===== src/mipsPkg.sv =====
`default_nettype none

package mipsPkg;

    localparam int WORD_W      = 32;
    localparam int REG_ADDR_W  = 5;
    localparam int NUM_REGS    = 32;
    localparam int IMEM_ADDR_W = 6;
    localparam int DMEM_ADDR_W = 6;
    localparam int IMEM_DEPTH  = 64;
    localparam int DMEM_DEPTH  = 64;

    // Primary opcodes
    localparam logic [5:0] OP_RTYPE = 6'h00;
    localparam logic [5:0] OP_J     = 6'h02;
    localparam logic [5:0] OP_BEQ   = 6'h04;
    localparam logic [5:0] OP_ORI   = 6'h0d;
    localparam logic [5:0] OP_LUI   = 6'h0f;
    localparam logic [5:0] OP_LW    = 6'h23;
    localparam logic [5:0] OP_SW    = 6'h2b;

    // R-type funct codes
    localparam logic [5:0] FN_ADDU = 6'h21;
    localparam logic [5:0] FN_SUBU = 6'h23;
    localparam logic [5:0] FN_AND  = 6'h24;
    localparam logic [5:0] FN_OR   = 6'h25;
    localparam logic [5:0] FN_SLT  = 6'h2a;

    typedef logic [WORD_W-1:0]      word_t;
    typedef logic [REG_ADDR_W-1:0]  regAddr_t;
    typedef logic [IMEM_ADDR_W-1:0] imemAddr_t;
    typedef logic [DMEM_ADDR_W-1:0] dmemAddr_t;

    typedef enum logic [2:0] {
        ALU_ADD,
        ALU_SUB,
        ALU_AND,
        ALU_OR,
        ALU_SLT,
        ALU_LUI
    } aluOp_t;

    typedef enum logic [1:0] {
        FWD_NONE,
        FWD_MEM,
        FWD_WB
    } fwdSel_t;

    typedef struct packed {
        logic   regWrite;
        logic   memToReg;
        logic   memWrite;
        aluOp_t aluOp;
        logic   aluSrcImm;
        logic   regDst;
        logic   zeroExt;
        logic   branch;
        logic   jump;
    } decodeCtrl_t;

    typedef struct packed {
        logic  valid;
        word_t instr;
        word_t pcPlus4;
    } ifId_t;

    typedef struct packed {
        logic     valid;
        logic     regWrite;
        logic     memToReg;
        logic     memWrite;
        aluOp_t   aluOp;
        logic     aluSrcImm;
        regAddr_t rs;
        regAddr_t rt;
        regAddr_t dest;
        word_t    opA;
        word_t    opB;
        word_t    imm;
    } idEx_t;

    typedef struct packed {
        logic     valid;
        logic     regWrite;
        logic     memToReg;
        logic     memWrite;
        regAddr_t dest;
        word_t    aluRes;
        word_t    storeData;
    } exMem_t;

    typedef struct packed {
        logic     valid;
        logic     regWrite;
        regAddr_t dest;
        word_t    result;
    } memWb_t;

endpackage

`default_nettype wire


===== src/regFile.sv =====
`timescale 1ns/1ps
`default_nettype none

module regFile
    import mipsPkg::*;
(
    input  logic     clk,
    input  logic     arstN,
    input  logic     we,
    input  regAddr_t wAddr,
    input  word_t    wData,
    input  regAddr_t rAddrA,
    input  regAddr_t rAddrB,
    output word_t    rDataA,
    output word_t    rDataB
);

    word_t regs [NUM_REGS];
    logic  wrLive;

    // $0 is never written so it reads back zero
    assign wrLive = we && (wAddr != '0);

    always_ff @(posedge clk or negedge arstN) begin
        if (!arstN) begin
            for (int i = 0; i < NUM_REGS; i++) begin
                regs[i] <= '0;
            end
        end else if (wrLive) begin
            regs[wAddr] <= wData;
        end
    end

    // Write-first bypass for same-cycle read
    assign rDataA = (wrLive && wAddr == rAddrA) ? wData : regs[rAddrA];
    assign rDataB = (wrLive && wAddr == rAddrB) ? wData : regs[rAddrB];

endmodule

`default_nettype wire


===== config.mk =====
export PLATFORM = sky130hd
export DESIGN_NAME = regFile
export DESIGN_NICKNAME = d
export VERILOG_FILES = /design/src/mipsPkg.sv /design/src/regFile.sv
export SDC_FILE = /design/constraint.sdc
export NUM_CORES = 2
export LEC_CHECK = 0
export BUFFER_PORTS_ARGS = -buffer_cell sky130_fd_sc_hd__clkbuf_2
export CAP_MARGIN = 20
export CORE_UTILIZATION = 57
export DETAILED_ROUTE_END_ITERATION = 10
export GPL_TIMING_DRIVEN = 0
export PLACE_DENSITY = 0.8
export SETUP_SLACK_MARGIN = 0.05
export SLEW_MARGIN = 0
export SYNTH_ARGS = -nofsm -noshare
export SYNTH_HDL_FRONTEND = slang
export SYNTH_SLANG_ARGS = --single-unit

===== constraint.sdc =====
create_clock -name clk -period 2.05 [get_ports clk]
set_clock_uncertainty 0.1 [all_clocks]
set_input_delay 0.205 -clock clk [delete_from_list [all_inputs] [get_ports clk]]
set_output_delay 0.205 -clock clk [all_outputs]
set_load 0.02 [all_outputs]

==> run metrics <==
cts bufs inserted=110; clk buf depth=3; met3 usage=19.3%; Mapped Nets=3533; Pins Over Slew Limit=0; GRT overflow=0; ANT nets after route=0; minimum clock period=3070 ps; Startpoint Class=flop; Wirelength per Cell=38.8 um; Via density=7.62; max reg flops=1024; cell area power density=967 nW/um^2; cell depth of the worst flop-to-flop path=3; register area share after synthesis=47.9%; Syn Area/Cell=15.3 um^2; # DRC=0; commonest register cell after synthesis=dfrtp_1; Pleak=27.8 nW; crit path DAT=2770 ps; RSZ-0062 raised after global routing=yes; WHS=-640 ps; Hold Violations, Final=332; Slew @ Worst Pin=1250 ps; Ports=114; final setup fails=126; largest net degree at the start of global routing=115; Reg2Reg Launch Point=regs[673]$_DFFE_PN0P_; vias=39383; Place WS=-1580 ps; setup TNS=-42900 ps; layout net count=3875; critical path capture point type=output port; RR Endpoint=regs[673]$_DFFE_PN0P_; CTS root buf=clkbuf_16; Post-synth EDFFs=0; critical path type=reg -> out; post-route worst setup slack=-1020 ps; Top Registers=regs x1024; drt pass-1 iters=9; htree depth=3; Placer Congestion=0.979; Initial DRC Count=5813; Top Usage Layer GRT=met2; CTS tree=yes; fmax=0.326 GHz; post-synth cell types=41; WL final=200 mm; vias in the first global route=39642; FILL cells=5723; Max-Slew Margin vs Limit=16.5%; Crit path required time=1750 ps; Final Cycle Share=150%; row count=111; Clock Latency Late Sink=700 ps; initial antenna violation count=15; largest reg by FF count=regs; Core Area=92200 um^2; Max IR drop VDD=0.733 mV; global-route wire length before repair=281 mm; clk sinks=1024; Yosys warning count=0; met2 Track Usage GR=59.4%; final core utilization=69.8%; flop2flop setup slack=930 ps; Starting Density=58.0%; Tot Pwr=62.2 mW; Die Area=95000 um^2; commonest cells after routing, fill and taps aside=1024 x dfrtp_1, 629 x mux2_2, 511 x mux4_2, 363 x mux2_1, 153 x clkbuf_1; maxcap violations=0; Synth Cell Area=53400 um^2; gr usage total=42.4%; area growth from synthesis to layout=20.4%; share of layout cells above drive strength 1=51.2%; Hold Crit Class=in -> async; die width=308 um; CP Max Fanout=3; commonest non-fill, non-tap cell in the layout=dfrtp_1; Final Non-Filler Cells=5166; placed cells=4868; Yosys reg bits=1024; status=finished, violations left; I/O Buffers=104; share of synthesized registers carrying an async set or reset=100%; violated checks=hold timing, setup timing; met1 usage=52.6%; cells after synthesis=3483; DPL Wire Length=131 mm; CTS clk-pin slew, worst paths=60 ps; die height=308 um
## stage by stage
step / area (um^2) / hold slack [ps]
global placement: 56700 / 355
floorplan: 54600 / -191
finish: 64300 / -640
detailed placement: 57400 / 124
global route: 64300 / -600
CTS: 63500 / -607
## metal layers
layer | wire [um] | vias up | part of all wire [%]
li1 | - | 14309 | -
met1 | 67700 | 20429 | 34
met2 | 85400 | 3556 | 43
met3 | 31400 | 1063 | 16
met4 | 15400 | 26 | 7.7
met5 | 603 | - | 0.30
## power by group
group          switching [mW]  total, mW  internal [mW]
clock                    8.71       21.0           12.3
sequential               2.98       27.0           24.1
combinational            6.08       14.2           8.12
## logic make-up (layout without fill, tap and decap cells)
family | count (synthesis) | in the layout | synth area share [%]
DFF | 1024 | 1024 | 47.9
buffers and inverters | 415 | 848 | 3.62
and+or+nand+nor | 204 | 204 | 2.07
muxes | 1510 | 1510 | 42.6
AOI/OAI and AO/OA | 320 | 320 | 3.64
xor gates and xnor gates | 10 | 10 | 0.164
other | 0 | 7 | 0
## synthesized netlist by cell type, drive strengths merged, types with 4 or more instances
library cell  number  share of area (%)
mux2             993                 21
o21ai             62               0.58
nor3b              4              0.056
mux2i              6               0.11
xnor2              6              0.098
nor2              22               0.15
o22ai            248                2.9
nand3             10              0.094
buf              191                2.0
mux4             511                 22
dfrtp           1024                 48
clkbuf           221                1.6
nand2             83               0.58
nand3b             7              0.098
xor2               4              0.066
or4               62               0.87
## how the worst max path moves through the flow
stage | startpoint | end | depth (start not counted)
floorplan | rAddrA[0] | rDataA[30] | 7
global placement | arstN | regs[515]$_DFFE_PN0P_ | 1
detailed placement | rAddrB[4] | rDataB[7] | 9
CTS | regs[958]$_DFFE_PN0P_ | rDataA[30] | 6
global route | regs[958]$_DFFE_PN0P_ | rDataA[30] | 6
finish | regs[958]$_DFFE_PN0P_ | rDataA[30] | 6
## what timing repair did
action,in CTS,in global routing
gates resized for setup,443,194
cloned,0,2
hold buffers,32,3
pin swaps,105,58
setup buffers,23,29
endpoints found under the setup margin,215,325
hold endpoints to repair,393,160
## critical path, stage by stage (launching register included)
cell,delay [ps]
dfrtp_1,400
mux4_2,490
mux4_2,530
nand2_4,120
nand3_2,70
mux2_4,310
buf_8,140
## cell type report
type	count	area (um^2)	share of cell area [%]
diodes	7	17.5	0.0272
plain buffers	409	3010	4.68
clock buffers	165	3290	5.11
clock inverters	38	468	0.727
inverters	3	11.3	0.0175
multi-input cells	2044	27700	43.0
flip-flops and latches	1024	25600	39.8
well taps	1243	1560	2.42
repair buffers	233	2690	4.19
Note: power is estimated with default switching activity, not from simulation.
