$ cat config.mk
export PLATFORM = sky130hd
export DESIGN_NAME = hazardUnit
export DESIGN_NICKNAME = d
export VERILOG_FILES = /design/src/mipsPkg.sv /design/src/hazardUnit.sv
export SDC_FILE = /design/constraint.sdc
export NUM_CORES = 1
export LEC_CHECK = 0
export BUFFER_PORTS_ARGS = -buffer_cell sky130_fd_sc_hd__clkbuf_2
export CAP_MARGIN = 30
export CORE_AREA = 2 2 39 41
export DETAILED_ROUTE_END_ITERATION = 12
export DIE_AREA = 0 0 41 43
export GPL_ROUTABILITY_DRIVEN = 1
export PLACE_DENSITY = 0.9
export SKIP_LAST_GASP = 1
export SYNTH_ARGS = -nofsm -noshare
export SYNTH_HDL_FRONTEND = slang
export SYNTH_SLANG_ARGS = --single-unit
export TNS_END_PERCENT = 20
$ cat constraint.sdc
create_clock -name vclk -period 2.3
set_input_delay 0.345 -clock vclk [all_inputs]
set_output_delay 0.345 -clock vclk [all_outputs]
set_load 0.02 [all_outputs]
$ cat src/mipsPkg.sv
`default_nettype none

package mipsPkg;

    localparam int WORD_W      = 32;
    localparam int REG_ADDR_W  = 5;
    localparam int NUM_REGS    = 32;
    localparam int IMEM_ADDR_W = 6;
    localparam int DMEM_ADDR_W = 6;
    localparam int IMEM_DEPTH  = 64;
    localparam int DMEM_DEPTH  = 64;

    // Primary opcodes
    localparam logic [5:0] OP_RTYPE = 6'h00;
    localparam logic [5:0] OP_J     = 6'h02;
    localparam logic [5:0] OP_BEQ   = 6'h04;
    localparam logic [5:0] OP_ORI   = 6'h0d;
    localparam logic [5:0] OP_LUI   = 6'h0f;
    localparam logic [5:0] OP_LW    = 6'h23;
    localparam logic [5:0] OP_SW    = 6'h2b;

    // R-type funct codes
    localparam logic [5:0] FN_ADDU = 6'h21;
    localparam logic [5:0] FN_SUBU = 6'h23;
    localparam logic [5:0] FN_AND  = 6'h24;
    localparam logic [5:0] FN_OR   = 6'h25;
    localparam logic [5:0] FN_SLT  = 6'h2a;

    typedef logic [WORD_W-1:0]      word_t;
    typedef logic [REG_ADDR_W-1:0]  regAddr_t;
    typedef logic [IMEM_ADDR_W-1:0] imemAddr_t;
    typedef logic [DMEM_ADDR_W-1:0] dmemAddr_t;

    typedef enum logic [2:0] {
        ALU_ADD,
        ALU_SUB,
        ALU_AND,
        ALU_OR,
        ALU_SLT,
        ALU_LUI
    } aluOp_t;

    typedef enum logic [1:0] {
        FWD_NONE,
        FWD_MEM,
        FWD_WB
    } fwdSel_t;

    typedef struct packed {
        logic   regWrite;
        logic   memToReg;
        logic   memWrite;
        aluOp_t aluOp;
        logic   aluSrcImm;
        logic   regDst;
        logic   zeroExt;
        logic   branch;
        logic   jump;
    } decodeCtrl_t;

    typedef struct packed {
        logic  valid;
        word_t instr;
        word_t pcPlus4;
    } ifId_t;

    typedef struct packed {
        logic     valid;
        logic     regWrite;
        logic     memToReg;
        logic     memWrite;
        aluOp_t   aluOp;
        logic     aluSrcImm;
        regAddr_t rs;
        regAddr_t rt;
        regAddr_t dest;
        word_t    opA;
        word_t    opB;
        word_t    imm;
    } idEx_t;

    typedef struct packed {
        logic     valid;
        logic     regWrite;
        logic     memToReg;
        logic     memWrite;
        regAddr_t dest;
        word_t    aluRes;
        word_t    storeData;
    } exMem_t;

    typedef struct packed {
        logic     valid;
        logic     regWrite;
        regAddr_t dest;
        word_t    result;
    } memWb_t;

endpackage

`default_nettype wire

$ cat src/hazardUnit.sv
`timescale 1ns/1ps
`default_nettype none

module hazardUnit
    import mipsPkg::*;
(
    input  regAddr_t rsD,
    input  regAddr_t rtD,
    input  logic     branchD,
    input  regAddr_t rsE,
    input  regAddr_t rtE,
    input  regAddr_t destE,
    input  logic     regWriteE,
    input  logic     memToRegE,
    input  regAddr_t destM,
    input  logic     regWriteM,
    input  logic     memToRegM,
    input  regAddr_t destW,
    input  logic     regWriteW,
    output fwdSel_t  fwdAE,
    output fwdSel_t  fwdBE,
    output logic     fwdAD,
    output logic     fwdBD,
    output logic     stall
);

    logic loadUse;
    logic branchWait;

    function automatic logic hit(regAddr_t dest, logic we, regAddr_t src);
        return we && (dest != '0) && (dest == src);
    endfunction

    function automatic fwdSel_t exSel(regAddr_t src);
        if (hit(destM, regWriteM, src)) begin
            return FWD_MEM;
        end else if (hit(destW, regWriteW, src)) begin
            return FWD_WB;
        end
        return FWD_NONE;
    endfunction

    assign fwdAE = exSel(rsE);
    assign fwdBE = exSel(rtE);

    // Decode compare only takes ALU results from MEM
    assign fwdAD = hit(destM, regWriteM && !memToRegM, rsD);
    assign fwdBD = hit(destM, regWriteM && !memToRegM, rtD);

    assign loadUse = hit(destE, memToRegE, rsD) || hit(destE, memToRegE, rtD);

    assign branchWait = branchD && (hit(destE, regWriteE, rsD) || hit(destE, regWriteE, rtD)
                                 || hit(destM, memToRegM, rsD) || hit(destM, memToRegM, rtD));

    assign stall = loadUse || branchWait;

endmodule

`default_nettype wire

==> metrics.txt <==
status finished, final reports clean; worst hold path endpoint fwdBD; DR pass1 iterations 4; syn_nets about 120; max-slew violations 0; final hold vios 0; routability cong. 0.7878; share of layout cells above drive strength 1 0.4202; vias in the first global route 662; critical path's top delay family simple AND/OR/NAND/NOR gates; Final #Nets 162; P_sw 0.00007005 W; Yosys top cell by area xor2_1; Worst Hold Depth 3; Pwr per Cell Area 176.1 nW/um^2; worst slew pin tran roughly 0.45 ns; Crit Path Class in2out; routed len/inst 11.26 um; input/output buffers 48; GR peak layer met2; final worst setup slack 0.3932 ns; # setup viols final 0; area delta synth->final 39.82%; Mapped Cells 76; DRT iter0 DRCs 4; max_cap viols 0; Register Area 0 um^2; Post-CTS Hold Fix Bufs 0; Die ar. ~1800 um^2; maximum fanout along the worst path 3; largest net degree at the start of global routing 6; routing usage on met1 0.2025; max_slew headroom 0.6997; drt total wl 1520 um; setup bufs post-CTS 0; initial antenna violation count 0; Cell variety after synth 15; Via density approximately 5; fillers 138; switch share 0.5031; Clk network pwr share 0; io pins 48; Syn Area/Cell ~7.4 um^2; DP HPWL 1457 um; slowest stage delay, CP 0.55 ns; hold_ws 0.9873 ns; CP Buf/Inv Count 2; first-pass GRT wire length around 2400 um; Period minus WS final about 1.9 ns; grt total ovfl 0; Clock buffer cells 0; row cnt 14; Synth area leaders xor2_1 (39%), xnor2_1 (23%), nand3_1 (6.2%); Synth Cell Area 565.5 um^2; cell with the most instances after synthesis xor2_1; WP data required 1.96 ns; Placed Cells incl. Taps 135; Initial Util 0.4087; RSZ-0062 raised after global routing no; area share of the leading cell type in the synthesized netlist 0.3872; GR met2 Demand/Resource 0.3656; worst hold path type in2out; Slowest cell on crit path or4_1; Non-Filler Instances 135; die extent in x 41 um; Hold Path Origin memToRegM; detailed-route DRC error count 0; LEAKAGE 0.3846 nW; Period Utilization, post-route 0.8291; area of the core 1384 um^2; Seq pwr share 0; max frequency 524.4 MHz; Post-synth top cells xor2_1 (25), xnor2_1 (15), nand3_1 (7), nor3_1 (7), buf_4 (4); CTS resizes 0; Comb power frac 1.000; cell-by-cell trace of the critical path clkbuf_2 > or4_1 > o21ai_1 > or4_1 > nor4_2 > clkbuf_2; # diodes 0; pre-CTS setup slack 0.3787 ns; Routed Antenna Nets 0; routed via count 690; Ys Warns 0; critical path endpoint category output port; global-route usage over all layers 0.1868; Worst EP arrival 1.56 ns; Internal Power about 0.000069 W; CP Launch Type primary input; post-synthesis sequential area ratio 0; Setup TNS 0 ns; met3 usage 0.005236; Stages on worst setup path 6; maximum VDD drop just under 80 uV; die extent in y about 43 um; flip-flop and latch count 0
[logic make-up after synthesis]
family / synth area share
buffers and inverters: 0.06194
XOR/XNOR: 0.6195
AND/OR/NAND/NOR: 0.2566
AO/OA/AOI/OAI: 0.06194
[cell usage in the layout, fill, tap and decap left out]
cell type,netlist,final
nor2_1,2,2
a21o_1,1,1
xnor2_1,15,15
nor3_1,7,7
a21oi_1,3,3
xor2_1,25,25
nand2_1,2,2
or4_1,3,3
o31ai_1,1,1
nor4_1,2,2
clkbuf_2,0,48
o21ai_1,1,1
nand3_1,7,7
nor4_2,2,2
[per-stage QoR]
| stage | total power (W) | util | area (um^2) |
|---|---|---|---|
| final | 0.0001392 | 0.5714 | 790.8 |
| after global routing | 0.0001551 | 0.5714 | 790.8 |
| after CTS | 0.0001416 | 0.5714 | 790.8 |
| after detailed placement | 0.0001410 | 0.5714 | 790.8 |
| after global placement | 0.0001358 | 0.5714 | 790.8 |
| after floorplan | 0.00008136 | - | 565.5 |
[power groups by stage]
stage          Clock (W)  Combinational [W]  Sequential (W)
6_report               0           0.000139               0
5_1_grt                0           0.000155               0
4_1_cts                0           0.000142               0
3_5_place_dp           0           0.000141               0
3_3_place_gp           0           0.000136               0
2_1_floorplan          0          0.0000814               0
[layout make-up]
class                           instances  area (um^2)  share of cell area
Multi-Input combinational cell         71        530.5              0.6709
Timing Repair Buffer                   48        240.2              0.3038
Tap cell                               16        20.02             0.02532
[how the worst max path moves through the flow]
stage | slack, ns | endpoint | start
final | 0.39 | fwdAE[1] | destW[2]
after detailed placement | 0.38 | fwdAE[1] | destW[2]
after global routing | 0.24 | fwdBE[1] | destM[2]
after CTS | 0.38 | fwdAE[1] | destW[2]
after global placement | 0.44 | fwdAE[1] | destW[2]
after floorplan | 0.17 | fwdAE[1] | destM[0]
[metal layers]
layer,part of all wire,vias to the layer above
met5,0,-
met4,0.011,0
met3,0.089,2
met2,0.52,37
met1,0.38,302
li1,-,349
(Power assumes the default switching activity.)
