[config.mk]
export PLATFORM = sky130hd
export DESIGN_NAME = dataMem
export DESIGN_NICKNAME = d
export VERILOG_FILES = /design/src/mipsPkg.sv /design/src/dataMem.sv
export SDC_FILE = /design/constraint.sdc
export NUM_CORES = 2
export LEC_CHECK = 0
export BUFFER_PORTS_ARGS = -buffer_cell sky130_fd_sc_hd__clkbuf_2
export CELL_PAD_IN_SITES_DETAIL_PLACEMENT = 0
export CELL_PAD_IN_SITES_GLOBAL_PLACEMENT = 2
export CORE_ASPECT_RATIO = 1.25
export CORE_UTILIZATION = 40
export CTS_BUF_LIST = sky130_fd_sc_hd__clkbuf_8
export CTS_CLUSTER_SIZE = 8
export DETAILED_ROUTE_END_ITERATION = 8
export MAX_ROUTING_LAYER = met4
export PLACE_DENSITY_LB_ADDON = 0.1
export SYNTH_ARGS = -nofsm -noshare
export SYNTH_HDL_FRONTEND = slang
export SYNTH_SLANG_ARGS = --single-unit
[constraint.sdc]
create_clock -name clk -period 4.45 [get_ports clk]
set_input_delay 0.2225 -clock clk [delete_from_list [all_inputs] [get_ports clk]]
set_output_delay 0.2225 -clock clk [all_outputs]
set_load 0.005 [all_outputs]
[src/mipsPkg.sv]
`default_nettype none

package mipsPkg;

    localparam int WORD_W      = 32;
    localparam int REG_ADDR_W  = 5;
    localparam int NUM_REGS    = 32;
    localparam int IMEM_ADDR_W = 6;
    localparam int DMEM_ADDR_W = 6;
    localparam int IMEM_DEPTH  = 64;
    localparam int DMEM_DEPTH  = 64;

    // Primary opcodes
    localparam logic [5:0] OP_RTYPE = 6'h00;
    localparam logic [5:0] OP_J     = 6'h02;
    localparam logic [5:0] OP_BEQ   = 6'h04;
    localparam logic [5:0] OP_ORI   = 6'h0d;
    localparam logic [5:0] OP_LUI   = 6'h0f;
    localparam logic [5:0] OP_LW    = 6'h23;
    localparam logic [5:0] OP_SW    = 6'h2b;

    // R-type funct codes
    localparam logic [5:0] FN_ADDU = 6'h21;
    localparam logic [5:0] FN_SUBU = 6'h23;
    localparam logic [5:0] FN_AND  = 6'h24;
    localparam logic [5:0] FN_OR   = 6'h25;
    localparam logic [5:0] FN_SLT  = 6'h2a;

    typedef logic [WORD_W-1:0]      word_t;
    typedef logic [REG_ADDR_W-1:0]  regAddr_t;
    typedef logic [IMEM_ADDR_W-1:0] imemAddr_t;
    typedef logic [DMEM_ADDR_W-1:0] dmemAddr_t;

    typedef enum logic [2:0] {
        ALU_ADD,
        ALU_SUB,
        ALU_AND,
        ALU_OR,
        ALU_SLT,
        ALU_LUI
    } aluOp_t;

    typedef enum logic [1:0] {
        FWD_NONE,
        FWD_MEM,
        FWD_WB
    } fwdSel_t;

    typedef struct packed {
        logic   regWrite;
        logic   memToReg;
        logic   memWrite;
        aluOp_t aluOp;
        logic   aluSrcImm;
        logic   regDst;
        logic   zeroExt;
        logic   branch;
        logic   jump;
    } decodeCtrl_t;

    typedef struct packed {
        logic  valid;
        word_t instr;
        word_t pcPlus4;
    } ifId_t;

    typedef struct packed {
        logic     valid;
        logic     regWrite;
        logic     memToReg;
        logic     memWrite;
        aluOp_t   aluOp;
        logic     aluSrcImm;
        regAddr_t rs;
        regAddr_t rt;
        regAddr_t dest;
        word_t    opA;
        word_t    opB;
        word_t    imm;
    } idEx_t;

    typedef struct packed {
        logic     valid;
        logic     regWrite;
        logic     memToReg;
        logic     memWrite;
        regAddr_t dest;
        word_t    aluRes;
        word_t    storeData;
    } exMem_t;

    typedef struct packed {
        logic     valid;
        logic     regWrite;
        regAddr_t dest;
        word_t    result;
    } memWb_t;

endpackage

`default_nettype wire

[src/dataMem.sv]
`timescale 1ns/1ps
`default_nettype none

module dataMem
    import mipsPkg::*;
(
    input  logic      clk,
    input  logic      we,
    input  dmemAddr_t addr,
    input  word_t     wData,
    output word_t     rData
);

    word_t mem [DMEM_DEPTH];

    always_ff @(posedge clk) begin
        if (we) begin
            mem[addr] <= wData;
        end
    end

    // Combinational read
    assign rData = mem[addr];

endmodule

`default_nettype wire

==> reports/qor.yml <==
status:
  status: "finished, final reports clean"
cts:
  cts_sinks: 2048
  clock-root-buffer: "clkbuf_8"
  cts_buffers: 345
  cts.path.max_buffers: 4
  path_clk_slew_ps: 60
  cts_tree: "built"
  htree_levels: 5
logic_synthesis:
  synth_cells: 4207
  yosysWarnings: 0
  syn-cell-area_um2: 78290
  async_reset_ff_share_pct: 0
  syn-num-nets: 4247
  synth_area_per_cell_um2: 18.61
  synth_ff_type: "edfxtp_1"
  ys_seq_elements: 2048
  ys_types: 55
  synth_edf_count: 2048
  seq_area_frac_synth_pct: 78.56
sta:
  tightest_slew_ps: 1249
  period_share_pct: 96.38
  min_period_ps: 4289
  worst_slack_ps: 161.3
  hold_violations: 0
  rsz0062_at_grt: "no"
  maxSlewHeadroom_pct: 14.57
  fin_hold_ws_ps: 256.7
  setup_viol: 0
  timing.fmax_ghz: 0.2332
  drv_slew: 0
grt:
  met1_usage_pct: 33.86
  use_met3_pct: 3.987
  grt_pass1_vias: 43530
  track_usage_pct: 25.28
  overflow: 0
  busiest_layer: "met2"
  grtUsageMet2_pct: 40.61
  grt_pass1_wl_um: 339700
  antenna_found_initial: 12
  grt_max_degree: 69
worst_setup_path:
  crit_slowest_cell: "a2111oi_0"
  crit_chain: "buf_8, inv_1, buf_4, and3_1, nor4_1, a31oi_1, a2111oi_0, buf_4, nand3_1, clkbuf_2"
  crit_path_frequent_cell: "buf_4"
  start_kind: "primary input"
  worstPathMaxFanout: 40
  crit_path_max_incr_delay_ps: 1090
  critPathKind: "in2out"
  cp.arrival_ps: 4070
  critPathCaptureType: "output pin"
  cp.required_ps: 4230
route:
  viasPerCell: 5.785
  wirelength_um: 243300
  wl_per_cell_um: 32.62
  first_pass_iters: 5
  ant_nets: 0
  drtIter0Drc: 3522
  via_count: 43160
  drc: 0
cells_and_area:
  regMostFlops: "mem"
  most-common-layout-cells: "edfxtp_1 (2048), clkbuf_8 (354), buf_4 (273), mux2i_1 (259), a22oi_1 (188)"
  reg_top3: "mem: 2048 flops"
  final_common_cell: "edfxtp_1"
  area_growth_syn_to_layout_pct: 15.17
  final_util_pct: 46.35
  layout.nets: 4718
  final_cells: 7460
  layout-drive-gt1-share_pct: 22.37
  largest_reg_flops: 2048
floorplan:
  core_area_um2: 194500
  start_util_pct: 40.24
  ioPinCount: 72
  die-area_um2: 197500
  rows: 181
  die_h_um: 496.6
  die_x_um: 397.7
placement:
  post-dp-hpwl_um: 146200
  pre_cts_slack_ps: -51.64
  place.gp.congestion: 0.8195
  numPortBuffers: 71
  placed_cells: 6858
power:
  peakVddDrop_mv: 0.2282
  p_per_area_nw_per_um2: 425.7
  power_leakage_nw: 29.50
job:
  maxCapViolCount: 0
min_path:
  hold_path_class: "in2reg"
## metrics by stage
stage / total power [mW] / TNS, ps / instance area [um2]
2_1_floorplan: 22.84 / 0 / 78290
3_3_place_gp: 24.10 / 0 / 84080
3_5_place_dp: 24.12 / -51.64 / 84080
4_1_cts: 38.80 / 0 / 90140
5_1_grt: 39.66 / 0 / 90140
6_report: 38.39 / 0 / 90160
## final timing paths
path | depth (start not counted) | start | end | slack (ps)
min | 4 | addr[2] | mem[61][31] | 260
max | 10 | addr[2] | rData[20] | 160
## what timing repair did
action / CTS / global route
buffers inserted: 0 / 0
hold buffers: 35 / 0
endpoints found under the hold margin: 1736 / 0
setup endpoints to repair: 1 / 0
resized for setup: 1 / 0
## Yosys cell counts, drive strengths merged (2+ instances only)
| library cell | number | area share (%) |
|---|---|---|
| o221ai | 6 | 0.067 |
| or3 | 4 | 0.032 |
| or4b | 14 | 0.18 |
| edfxtp | 2048 | 79 |
| nor2b | 8 | 0.064 |
| a22o | 66 | 0.74 |
| nand4 | 3 | 0.024 |
| a221oi | 175 | 2.0 |
| and3b | 2 | 0.022 |
| nand3 | 54 | 0.35 |
| o311ai | 2 | 0.022 |
| buf | 129 | 0.87 |
| a211oi | 17 | 0.16 |
| nor2 | 145 | 0.70 |
| o22a | 70 | 0.78 |
| nor4 | 14 | 0.11 |
| o2bb2ai | 15 | 0.17 |
| a222oi | 16 | 0.20 |
| or4 | 15 | 0.14 |
| mux4 | 96 | 2.8 |
| o22ai | 93 | 0.74 |
| nand2 | 28 | 0.13 |
| mux2 | 147 | 2.1 |
| o21ai | 85 | 0.54 |
| a21oi | 121 | 0.77 |
| inv | 2 | 0.0096 |
| nand2b | 18 | 0.14 |
| and2 | 5 | 0.040 |
| a221o | 15 | 0.19 |
| nor3 | 22 | 0.14 |
| a22oi | 188 | 1.8 |
| a31oi | 43 | 0.34 |
| mux2i | 259 | 3.3 |
| and3 | 85 | 0.68 |
| a2111oi | 15 | 0.17 |
| clkbuf | 169 | 0.82 |
| nand3b | 2 | 0.019 |
## power by group
group	switching, mW	total, mW	internal (mW)
clock network	7.35	14.7	7.33
registers	0.0268	21.4	21.4
logic	1.59	2.32	0.731
## worst max-delay path: cells and delay by family
family | cells | cell delay (ps)
buf+inv | 5 | 1600
compound gates | 2 | 1370
simple gates | 3 | 800
## cell families after synthesis
| logic type | after synthesis | synth area share [%] |
|---|---|---|
| flip-flops | 2048 | 78.56 |
| AO/OA/AOI/OAI | 933 | 8.733 |
| multiplexers | 502 | 8.188 |
| AND/OR/NAND/NOR | 424 | 2.829 |
| buffers and inverters | 300 | 1.696 |
## per-layer routing
metal,part of all wire [%],wire [um]
met1,43,105700
met2,49,119400
met3,5.6,13550
met4,1.9,4673
met5,0,0
## area by class of cell
type / count / area, um2
antenna: 11 / 27.53
clock buffer: 354 / 4872
clock inverter: 202 / 825.8
fill: 16760 / 104400
inverter: 2 / 15.01
multi-input combinational: 1859 / 16070
sequential: 2048 / 61500
tap: 2562 / 3206
timing repair buffer: 422 / 3646
(Power assumes the default switching activity.)
