### config.mk
export PLATFORM = sky130hd
export DESIGN_NAME = controlUnit
export DESIGN_NICKNAME = d
export VERILOG_FILES = /design/src/mipsPkg.sv /design/src/controlUnit.sv
export SDC_FILE = /design/constraint.sdc
export NUM_CORES = 1
export LEC_CHECK = 0
export BUFFER_PORTS_ARGS = -buffer_cell sky130_fd_sc_hd__buf_4
export CORE_AREA = 4 4 41 43
export DETAILED_ROUTE_END_ITERATION = 6
export DIE_AREA = 0 0 45 47
export PLACE_DENSITY_LB_ADDON = 0.05
export SLEW_MARGIN = 0
export SYNTH_ARGS = -nofsm -noshare
export SYNTH_HDL_FRONTEND = slang
export SYNTH_SLANG_ARGS = --single-unit
### constraint.sdc
create_clock -name vclk -period 6.45
set_clock_uncertainty 0.15 [all_clocks]
set_input_delay 1.29 -clock vclk [all_inputs]
set_output_delay 1.29 -clock vclk [all_outputs]
set_load 0.02 [all_outputs]
### src/mipsPkg.sv
`default_nettype none

package mipsPkg;

    localparam int WORD_W      = 32;
    localparam int REG_ADDR_W  = 5;
    localparam int NUM_REGS    = 32;
    localparam int IMEM_ADDR_W = 6;
    localparam int DMEM_ADDR_W = 6;
    localparam int IMEM_DEPTH  = 64;
    localparam int DMEM_DEPTH  = 64;

    // Primary opcodes
    localparam logic [5:0] OP_RTYPE = 6'h00;
    localparam logic [5:0] OP_J     = 6'h02;
    localparam logic [5:0] OP_BEQ   = 6'h04;
    localparam logic [5:0] OP_ORI   = 6'h0d;
    localparam logic [5:0] OP_LUI   = 6'h0f;
    localparam logic [5:0] OP_LW    = 6'h23;
    localparam logic [5:0] OP_SW    = 6'h2b;

    // R-type funct codes
    localparam logic [5:0] FN_ADDU = 6'h21;
    localparam logic [5:0] FN_SUBU = 6'h23;
    localparam logic [5:0] FN_AND  = 6'h24;
    localparam logic [5:0] FN_OR   = 6'h25;
    localparam logic [5:0] FN_SLT  = 6'h2a;

    typedef logic [WORD_W-1:0]      word_t;
    typedef logic [REG_ADDR_W-1:0]  regAddr_t;
    typedef logic [IMEM_ADDR_W-1:0] imemAddr_t;
    typedef logic [DMEM_ADDR_W-1:0] dmemAddr_t;

    typedef enum logic [2:0] {
        ALU_ADD,
        ALU_SUB,
        ALU_AND,
        ALU_OR,
        ALU_SLT,
        ALU_LUI
    } aluOp_t;

    typedef enum logic [1:0] {
        FWD_NONE,
        FWD_MEM,
        FWD_WB
    } fwdSel_t;

    typedef struct packed {
        logic   regWrite;
        logic   memToReg;
        logic   memWrite;
        aluOp_t aluOp;
        logic   aluSrcImm;
        logic   regDst;
        logic   zeroExt;
        logic   branch;
        logic   jump;
    } decodeCtrl_t;

    typedef struct packed {
        logic  valid;
        word_t instr;
        word_t pcPlus4;
    } ifId_t;

    typedef struct packed {
        logic     valid;
        logic     regWrite;
        logic     memToReg;
        logic     memWrite;
        aluOp_t   aluOp;
        logic     aluSrcImm;
        regAddr_t rs;
        regAddr_t rt;
        regAddr_t dest;
        word_t    opA;
        word_t    opB;
        word_t    imm;
    } idEx_t;

    typedef struct packed {
        logic     valid;
        logic     regWrite;
        logic     memToReg;
        logic     memWrite;
        regAddr_t dest;
        word_t    aluRes;
        word_t    storeData;
    } exMem_t;

    typedef struct packed {
        logic     valid;
        logic     regWrite;
        regAddr_t dest;
        word_t    result;
    } memWb_t;

endpackage

`default_nettype wire

### src/controlUnit.sv
`timescale 1ns/1ps
`default_nettype none

module controlUnit
    import mipsPkg::*;
(
    input  word_t       instr,
    output decodeCtrl_t ctrl
);

    logic [5:0] opcode;
    logic [5:0] funct;

    assign opcode = instr[31:26];
    assign funct  = instr[5:0];

    always_comb begin
        ctrl = '0;
        case (opcode)
            OP_RTYPE: begin
                ctrl.regDst = 1'b1;
                ctrl.regWrite = 1'b1;
                case (funct)
                    FN_ADDU: ctrl.aluOp = ALU_ADD;
                    FN_SUBU: ctrl.aluOp = ALU_SUB;
                    FN_AND:  ctrl.aluOp = ALU_AND;
                    FN_OR:   ctrl.aluOp = ALU_OR;
                    FN_SLT:  ctrl.aluOp = ALU_SLT;
                    // Includes sll $0,$0,0
                    default: ctrl = '0;
                endcase
            end
            OP_ORI: begin
                ctrl.regWrite  = 1'b1;
                ctrl.aluSrcImm = 1'b1;
                ctrl.zeroExt   = 1'b1;
                ctrl.aluOp     = ALU_OR;
            end
            OP_LUI: begin
                ctrl.regWrite  = 1'b1;
                ctrl.aluSrcImm = 1'b1;
                ctrl.zeroExt   = 1'b1;
                ctrl.aluOp     = ALU_LUI;
            end
            OP_LW: begin
                ctrl.regWrite  = 1'b1;
                ctrl.memToReg  = 1'b1;
                ctrl.aluSrcImm = 1'b1;
            end
            OP_SW: begin
                ctrl.memWrite  = 1'b1;
                ctrl.aluSrcImm = 1'b1;
            end
            OP_BEQ: begin
                ctrl.branch = 1'b1;
            end
            OP_J: begin
                ctrl.jump = 1'b1;
            end
            default: ctrl = '0;
        endcase
    end

endmodule

`default_nettype wire

==> metrics.md <==
| Metric | Value |
|---|---|
| Status | completed |
| Final worst slack | between 1.5 and 2 ns |
| Critical Path RT | 5.01 ns |
| Leakage | ~0.00018 uW |
| CP arrival | 3.10 ns |
| Net Sw Frac | 0.451 |
| Register Area | 0 um2 |
| Multi-input logic area | between 150 and 200 um2 |
| Detailed Route WL | about 700 um |
| Pre-CTS WS | 1.90 ns |
| Net Switching | slightly above 7 uW |
| HP Start | instr[31] |
| Reg power frac | 0 |
| Layout cells sized above 1 | 0.500 |
| Drt first-iter violations | 2 |
| Hold slack final | ~2.7 ns |
| Gr usage total | 0.0614 |
| Max incr delay on CP | about 0.54 ns |
| Setup TNS | 0 ns |
| Clock buffer cells | 0 |
| Crit Path Class | in -> out |
| Row Count | 13 |
| # setup viols final | 0 |
| Clock power share | 0 |
| CP top delay family | simple AND/OR/NAND/NOR gates |
| Cell Count, Final, Fillers Out | 67 |
| Internal power | about 8.6 uW |
| DRC | 0 |
| Gate power share | 1.000 |
| Dpl hpwl | about 610 um |
| Die Wd | ~45 um |
| CP max stage cell | or4b_4 |
| Num sequential | 0 |
| Slew at the pin closest to its max-slew limit | 0.380 ns |
| Ant diodes | 0 |
| Die ar. | between 0.002 and 0.0025 mm2 |
| DR WL/cell | roughly 10 um |
| Max cap viols | 0 |
| Core ar. | between 0.001 and 0.0015 mm2 |
| Area Growth Syn to Fin | 101% |
| Final Power | between 15 and 20 uW |
| Avg Inst Size Synth | 6.51 um2 |
| Inst Count DP | between 60 and 70 |
| Final Hold Fails | 0 |
| Nets | 86 |
| PwrDens | ~41 mW/mm2 |
| Cell chain of the critical path | buf_4 > or3_1 > or3_1 > or4b_4 > o31ai_1 > buf_4 |
| # resized after CTS | 0 |
| First-pass GRT wire length | approximately 1000 um |
| Worst slew margin | 0.743 |
| Setup bufs post-CTS | 0 |
| Mapped Nets | a little over 60 |
| Netlist cell types | 18 |
| Die height | 47 um |
| WHS Path Cells | 3 |
| Vias | roughly 290 |
| Starting density of the core | 0.145 |
| Sequential fraction of the synthesis area | 0 |
| Antenna-violating nets left | 0 |
| Largest net degree at the start of global routing | 6 |
| Tcrit/Tclk final | 0.703 |
| Num ports | 43 |
| Startpoint types | input pin |
| Critical path endpoint category | output pin |
| RSZ-0062 raised after global routing | false |
| TritonRoute pass-1 iters | 4 |
| Hold-fix buffers, CTS | 0 |
| VDD IR-drop max | ~0.011 mV |
| Syn Inst Count | 29 |
| Yosys warnings | 0 |
| Number of port buffers | 23 |
| Highest Clock Rate | 220 MHz |
| Vias in the first global route | around 250 |
| Gr ovfl total | 0 |
| Hold Crit Class | in -> out |
| Vias per std cell | between 4 and 5 |
| Hold Crit Endpoint | ctrl[1] |
| CP Buf/Inv Count | 2 |
| Fin crit period | approximately 4.5 ns |
| Initial antenna violation count | 0 |
| Slew Viols, Final | 0 |
| CP Max Fanout | 5 |
| Placer Congestion | between 0.6 and 0.7 |
| Post-Syn Area | 189 um2 |
| Filler cells | roughly 150 |
worst min-delay path: stages:
cell and delay (ns):
buf_4 0.09, nor4b_1 0.04, buf_4 0.15
how the worst max path moves through the flow:
stage	endpoint	startpoint	slack, ns	cells after the start
after detailed placement	ctrl[5]	instr[26]	1.90	6
after global placement	ctrl[6]	instr[26]	1.92	6
after floorplan	ctrl[5]	instr[26]	1.91	4
after global routing	ctrl[5]	instr[26]	1.81	6
final	ctrl[5]	instr[26]	1.91	6
after CTS	ctrl[5]	instr[26]	1.90	6
metal layers:
layer  up-vias  track usage  wire length (um)
met5         -            0                 0
met4         0            0                 0
met3         0      0.00383                67
met2        15        0.105               315
met1       119       0.0899               301
li1        155            -                 -
cell families after synthesis:
group / count (synthesis) / share of synthesized area
AND/OR/NAND/NOR: 17 / 0.589
buffers and inverters: 4 / 0.0794
AO/OA/AOI/OAI: 7 / 0.285
XOR/XNOR: 1 / 0.0464
cells in the mapped netlist (2+ instances only):
master    count  share of area
or3_1         2          0.066
a21oi_1       2          0.053
inv_1         4          0.079
nand2b_1      2          0.066
o22ai_1       2          0.066
nand3b_1      2          0.079
nor3_1        2          0.053
nor2_1        3          0.060
cells in the final DEF, fill, tap and decap left out:
cell,Yosys,final
nor4bb_1,1,1
nor2_1,3,3
o21a_1,1,1
or2b_1,1,1
or3_1,2,2
a21oi_1,2,2
nor4b_1,1,1
inv_1,4,4
xor2_1,1,1
nand2b_1,2,2
o22ai_1,2,2
o32ai_2,1,1
or4b_4,1,1
nand2_1,1,1
nand3b_1,2,2
buf_4,0,23
nor3_1,2,2
or2_2,1,1
o31ai_1,1,1
stage by stage:
stage / instance area (um2) / util
finish: 380 / 0.292
global route: 380 / 0.292
CTS: 380 / 0.292
detailed placement: 380 / 0.292
global placement: 380 / 0.292
floorplan: 189 / -
layout make-up:
cell class                 instances  share of cell area
inverter                           4              0.0395
multi-input combinational         25               0.457
timing repair buffer              23               0.454
tap                               15              0.0493
power by group through the flow:
stage	registers [uW]	logic (uW)	clock network, uW
floorplan	0	6.32	0
global placement	0	15.5	0
detailed placement	0	15.8	0
CTS	0	15.9	0
global route	0	17.4	0
finish	0	15.7	0
(Power assumes the default switching activity.)
