$ cat config.mk
export PLATFORM = sky130hd
export DESIGN_NAME = fetchUnit
export DESIGN_NICKNAME = d
export VERILOG_FILES = /design/src/mipsPkg.sv /design/src/fetchUnit.sv
export SDC_FILE = /design/constraint.sdc
export NUM_CORES = 2
export LEC_CHECK = 0
export BUFFER_PORTS_ARGS = -buffer_cell sky130_fd_sc_hd__buf_2
export CAP_MARGIN = 10
export CORE_MARGIN = 4
export CORE_UTILIZATION = 40
export DETAILED_ROUTE_END_ITERATION = 12
export MAX_ROUTING_LAYER = met4
export PLACE_DENSITY = 0.55
export SYNTH_ARGS = -nofsm -noshare
export SYNTH_HDL_FRONTEND = slang
export SYNTH_SLANG_ARGS = --single-unit
$ cat constraint.sdc
create_clock -name clk -period 2.68 [get_ports clk]
set_input_delay 0.268 -clock clk [delete_from_list [all_inputs] [get_ports clk]]
set_output_delay 0.268 -clock clk [all_outputs]
set_load 0.05 [all_outputs]
$ cat src/mipsPkg.sv
`default_nettype none

package mipsPkg;

    localparam int WORD_W      = 32;
    localparam int REG_ADDR_W  = 5;
    localparam int NUM_REGS    = 32;
    localparam int IMEM_ADDR_W = 6;
    localparam int DMEM_ADDR_W = 6;
    localparam int IMEM_DEPTH  = 64;
    localparam int DMEM_DEPTH  = 64;

    // Primary opcodes
    localparam logic [5:0] OP_RTYPE = 6'h00;
    localparam logic [5:0] OP_J     = 6'h02;
    localparam logic [5:0] OP_BEQ   = 6'h04;
    localparam logic [5:0] OP_ORI   = 6'h0d;
    localparam logic [5:0] OP_LUI   = 6'h0f;
    localparam logic [5:0] OP_LW    = 6'h23;
    localparam logic [5:0] OP_SW    = 6'h2b;

    // R-type funct codes
    localparam logic [5:0] FN_ADDU = 6'h21;
    localparam logic [5:0] FN_SUBU = 6'h23;
    localparam logic [5:0] FN_AND  = 6'h24;
    localparam logic [5:0] FN_OR   = 6'h25;
    localparam logic [5:0] FN_SLT  = 6'h2a;

    typedef logic [WORD_W-1:0]      word_t;
    typedef logic [REG_ADDR_W-1:0]  regAddr_t;
    typedef logic [IMEM_ADDR_W-1:0] imemAddr_t;
    typedef logic [DMEM_ADDR_W-1:0] dmemAddr_t;

    typedef enum logic [2:0] {
        ALU_ADD,
        ALU_SUB,
        ALU_AND,
        ALU_OR,
        ALU_SLT,
        ALU_LUI
    } aluOp_t;

    typedef enum logic [1:0] {
        FWD_NONE,
        FWD_MEM,
        FWD_WB
    } fwdSel_t;

    typedef struct packed {
        logic   regWrite;
        logic   memToReg;
        logic   memWrite;
        aluOp_t aluOp;
        logic   aluSrcImm;
        logic   regDst;
        logic   zeroExt;
        logic   branch;
        logic   jump;
    } decodeCtrl_t;

    typedef struct packed {
        logic  valid;
        word_t instr;
        word_t pcPlus4;
    } ifId_t;

    typedef struct packed {
        logic     valid;
        logic     regWrite;
        logic     memToReg;
        logic     memWrite;
        aluOp_t   aluOp;
        logic     aluSrcImm;
        regAddr_t rs;
        regAddr_t rt;
        regAddr_t dest;
        word_t    opA;
        word_t    opB;
        word_t    imm;
    } idEx_t;

    typedef struct packed {
        logic     valid;
        logic     regWrite;
        logic     memToReg;
        logic     memWrite;
        regAddr_t dest;
        word_t    aluRes;
        word_t    storeData;
    } exMem_t;

    typedef struct packed {
        logic     valid;
        logic     regWrite;
        regAddr_t dest;
        word_t    result;
    } memWb_t;

endpackage

`default_nettype wire

$ cat src/fetchUnit.sv
`timescale 1ns/1ps
`default_nettype none

module fetchUnit
    import mipsPkg::*;
(
    input  logic      clk,
    input  logic      arstN,
    input  logic      run,
    input  logic      imemWe,
    input  imemAddr_t imemAddr,
    input  word_t     imemData,
    input  logic      stall,
    input  logic      taken,
    input  logic      jump,
    input  word_t     branchTarget,
    input  word_t     jumpTarget,
    output word_t     instr,
    output word_t     pcPlus4
);

    word_t     imem [IMEM_DEPTH];
    word_t     pc;
    imemAddr_t fetchIdx;

    assign fetchIdx = pc[IMEM_ADDR_W+1:2];
    assign pcPlus4  = pc + word_t'(4);

    // All-zero word decodes as a no-op
    assign instr = run ? imem[fetchIdx] : '0;

    // Loader only while the core is halted
    always_ff @(posedge clk) begin
        if (imemWe && !run) begin
            imem[imemAddr] <= imemData;
        end
    end

    always_ff @(posedge clk or negedge arstN) begin
        if (!arstN) begin
            pc <= '0;
        end else if (!run) begin
            pc <= '0;
        end else if (!stall) begin
            if (jump) begin
                pc <= jumpTarget;
            end else if (taken) begin
                pc <= branchTarget;
            end else begin
                pc <= pcPlus4;
            end
        end
    end

endmodule

`default_nettype wire

==> results_dict.tcl <==
set metrics [dict create \
    status "complete, but fails checks" \
    violations "setup timing" \
    cp.arrival_ns 3.49 \
    pre_cts_ws_ns -0.963 \
    grt_pass1_wl_um 320000 \
    path_clk_slew_ns 0.06 \
    drc 0 \
    design.die.area_um2 208000 \
    stdcell_area_um2 100000 \
    synth_ff_type "edfxtp_1" \
    clk-insertion-delay-late_ns 0.84 \
    final_util_pct 50.3 \
    io_buffers 172 \
    htreeDepth 4 \
    numCtsBuffers 207 \
    wire_per_inst_um 30.7 \
    finalNetCount 4603 \
    fillCellCount 15781 \
    maxCapViolCount 0 \
    gr-total-overflow 0 \
    critPathMaxFanout 8 \
    timing.fmax_mhz 266 \
    total_power_mw 70.3 \
    grt_max_degree 65 \
    synth_top_area_share_pct 76.5 \
    yosys_warnings 0 \
    dp_hpwl_um 137000 \
    ys_seq_elements 2080 \
    syn-num-nets 3748 \
    critPathKind "flip-flop to output pin" \
    syn_inst 3638 \
    setup_violations 64 \
    cts_tree "yes" \
    fin_crit_ns 3.75 \
    crit_end "instr[18]" \
    yosysMostFrequentCell "edfxtp_1" \
    synth.avg_cell_area_um2 22.1 \
    cp-start-kind "flip-flop" \
    drt-pass1-iter-count 6 \
    synth_cell_type_count 56 \
    drive_gt1_share_pct 40.5 \
    final-hold-violation-count 0 \
    cp_cell_sequence "buf_12, buf_12, buf_16, buf_12, buf_12, mux4_2, mux4_2, mux2i_1, o22ai_2, buf_6" \
    antenna_found_initial 11 \
    endpoint_kind "output pin" \
    vias_per_cell 5.73 \
    grt_pass1_vias 42509 \
    regToRegSetupSlack_ns -0.14 \
    fin_crit_sh_pct 140 \
    drt-total-wl_um 225000 \
    synth_edf_count 2048 \
    fp-row-count 164 \
    synthArstFlopShare_pct 1.54 \
    die_w_um 456 \
    maxSlewHeadroom_pct 20.2 \
    placed_cell_area_um2 89700 \
    worst_r2r_startpoint "pc[2]" \
    crit_required_ns 2.41 \
    fin_worst_skew_ns 0.0121 \
    netlist_top_cells_count "edfxtp_1, mux4_2, a22oi_1" \
    max_stage_delay_ns 0.53 \
    p_leak_nw 31.9 \
    worstReg2RegEnd "pc[11]" \
    stdcell_count 7319 \
    grt_usage_pct 21.9 \
    hold_slack_ns 0.0477 \
    synthTopCellsByArea "edfxtp_1, mux4_2, a22oi_1, dfrtp_1, a21oi_1" \
    die_y_um 456 \
    worstRegToRegCells 18 \
    placed_cells_incl_taps 6750 \
    slowest_stage "mux4_2" \
    hold_class "input port to flip-flop" \
    power_per_cell_area_nw_per_um2 700 \
    drtIter0Drc 4107 \
    globalplace.congestion 0.861 \
    syn_area_um2 80300 \
    crit_path_start "pc[2]" \
    area_growth_pct 24.9 \
    root_buffer "clkbuf_16" \
    antenna_left 0 \
    start_util_pct 40.2 \
    coreArea_um2 200000 \
    clock_sinks 2080 \
    ir_drop_uv 543 \
    slew_violations 0 \
    tightest_slew_ns 1.20 \
    rsz0062_at_grt "yes" \
    cts.path.max_buffers 3 \
    seq_area_frac_synth_pct 77.5 \
    worst_slack_ns -1.07 \
    crit_top_cell "buf_12" \
    synth_largest_area_cell "edfxtp_1" \
    dr_total_vias 41918 \
    fin_setup_tns_ns -52.43 \
    io_pins 173 \
]
-- worst max-delay path: cells and delay by family, from the launching register on --
kind,cells,cell delay (ns)
AOI/OAI and AO/OA,1,0.13
buffers and inverters,6,0.89
muxes,3,1.13
DFF,1,0.48
-- kinds of logic (layout without fill, tap and decap cells) --
kind of cell	after synthesis	count (layout)	share of synthesized area, %
muxes	591	591	15.8
adders and majority gates	1	1	0.0156
AOI/OAI and AO/OA	387	387	3.23
xor gates and xnor gates	27	27	0.294
DFF	2080	2080	77.5
buffers and inverters	226	1244	1.29
other	0	7	0
and+or+nand+nor	326	326	1.88
-- metal layers --
layer	vias to the layer above	global-route usage (%)	share of wire, %
met4	0	5.40	2.5
met1	22839	29.5	41
met2	1529	35.6	50
met5	-	-	0
li1	17240	-	-
met3	310	3.11	5.9
-- registers in the layout, indices dropped and copies added (netlist names) --
register,flops
pc,32
imem,2048
-- what timing repair did --
action	in CTS	in global routing
endpoints found under the setup margin	63	64
setup buffers	61	32
hold buffers	84	2
gates resized for setup	351	143
cloned	10	7
pin swaps	39	29
hold endpoints to repair	586	2
-- layout make-up --
| type | instances | area, µm² | share of cell area, % |
|---|---|---|---|
| antenna | 7 | 17.5 | 0.0175 |
| clock buffer | 272 | 5480 | 5.46 |
| clock inverter | 100 | 1050 | 1.05 |
| inverter | 23 | 88.8 | 0.0885 |
| multi-input combinational | 1332 | 18800 | 18.8 |
| sequential | 2080 | 62300 | 62.1 |
| tap | 2656 | 3320 | 3.31 |
| timing repair buffer | 849 | 9230 | 9.20 |
-- cells in the final DEF, fill, tap and decap left out, drive strengths merged, types with 5 or more instances in the layout --
cell type	n
a21oi	111
a221oi	8
a22o	5
a22oi	137
a31oi	6
a32oi	6
buf	758
bufinv	15
clkbuf	278
clkinv	72
clkinvlp	5
dfrtp	32
diode	7
dlygate4sd3	81
edfxtp	2048
inv	31
mux2i	51
mux4	539
nand2	100
nand2b	14
nand3	26
nand4	8
nor2	112
nor2b	14
nor3	14
nor4	7
o211ai	7
o21ai	45
o221ai	31
o22ai	5
o2bb2ai	10
or3	8
or4	6
xnor2	16
xor2	11
-- worst min path at each step --
| stage | start | end | slack [ns] | depth (start not counted) |
|---|---|---|---|---|
| floorplan | arstN | pc[0] | -0.03 | 0 |
| CTS | imemData[30] | imem[10][30] | 0.01 | 1 |
| global route | imemData[30] | imem[10][30] | 0.04 | 1 |
| detailed placement | arstN | pc[21] | 0.44 | 1 |
| finish | imemData[30] | imem[14][30] | 0.05 | 1 |
| global placement | arstN | pc[21] | 0.47 | 1 |
-- power breakdown --
part	internal, mW	leakage, nW	switching [mW]	total [mW]
clock	15.9	3.17	12.3	28.1
combinational	2.71	9.93	3.45	6.16
sequential	35.9	18.8	0.0862	36.0
total	54.5	31.9	15.8	70.3
(Power assumes the default switching activity.)
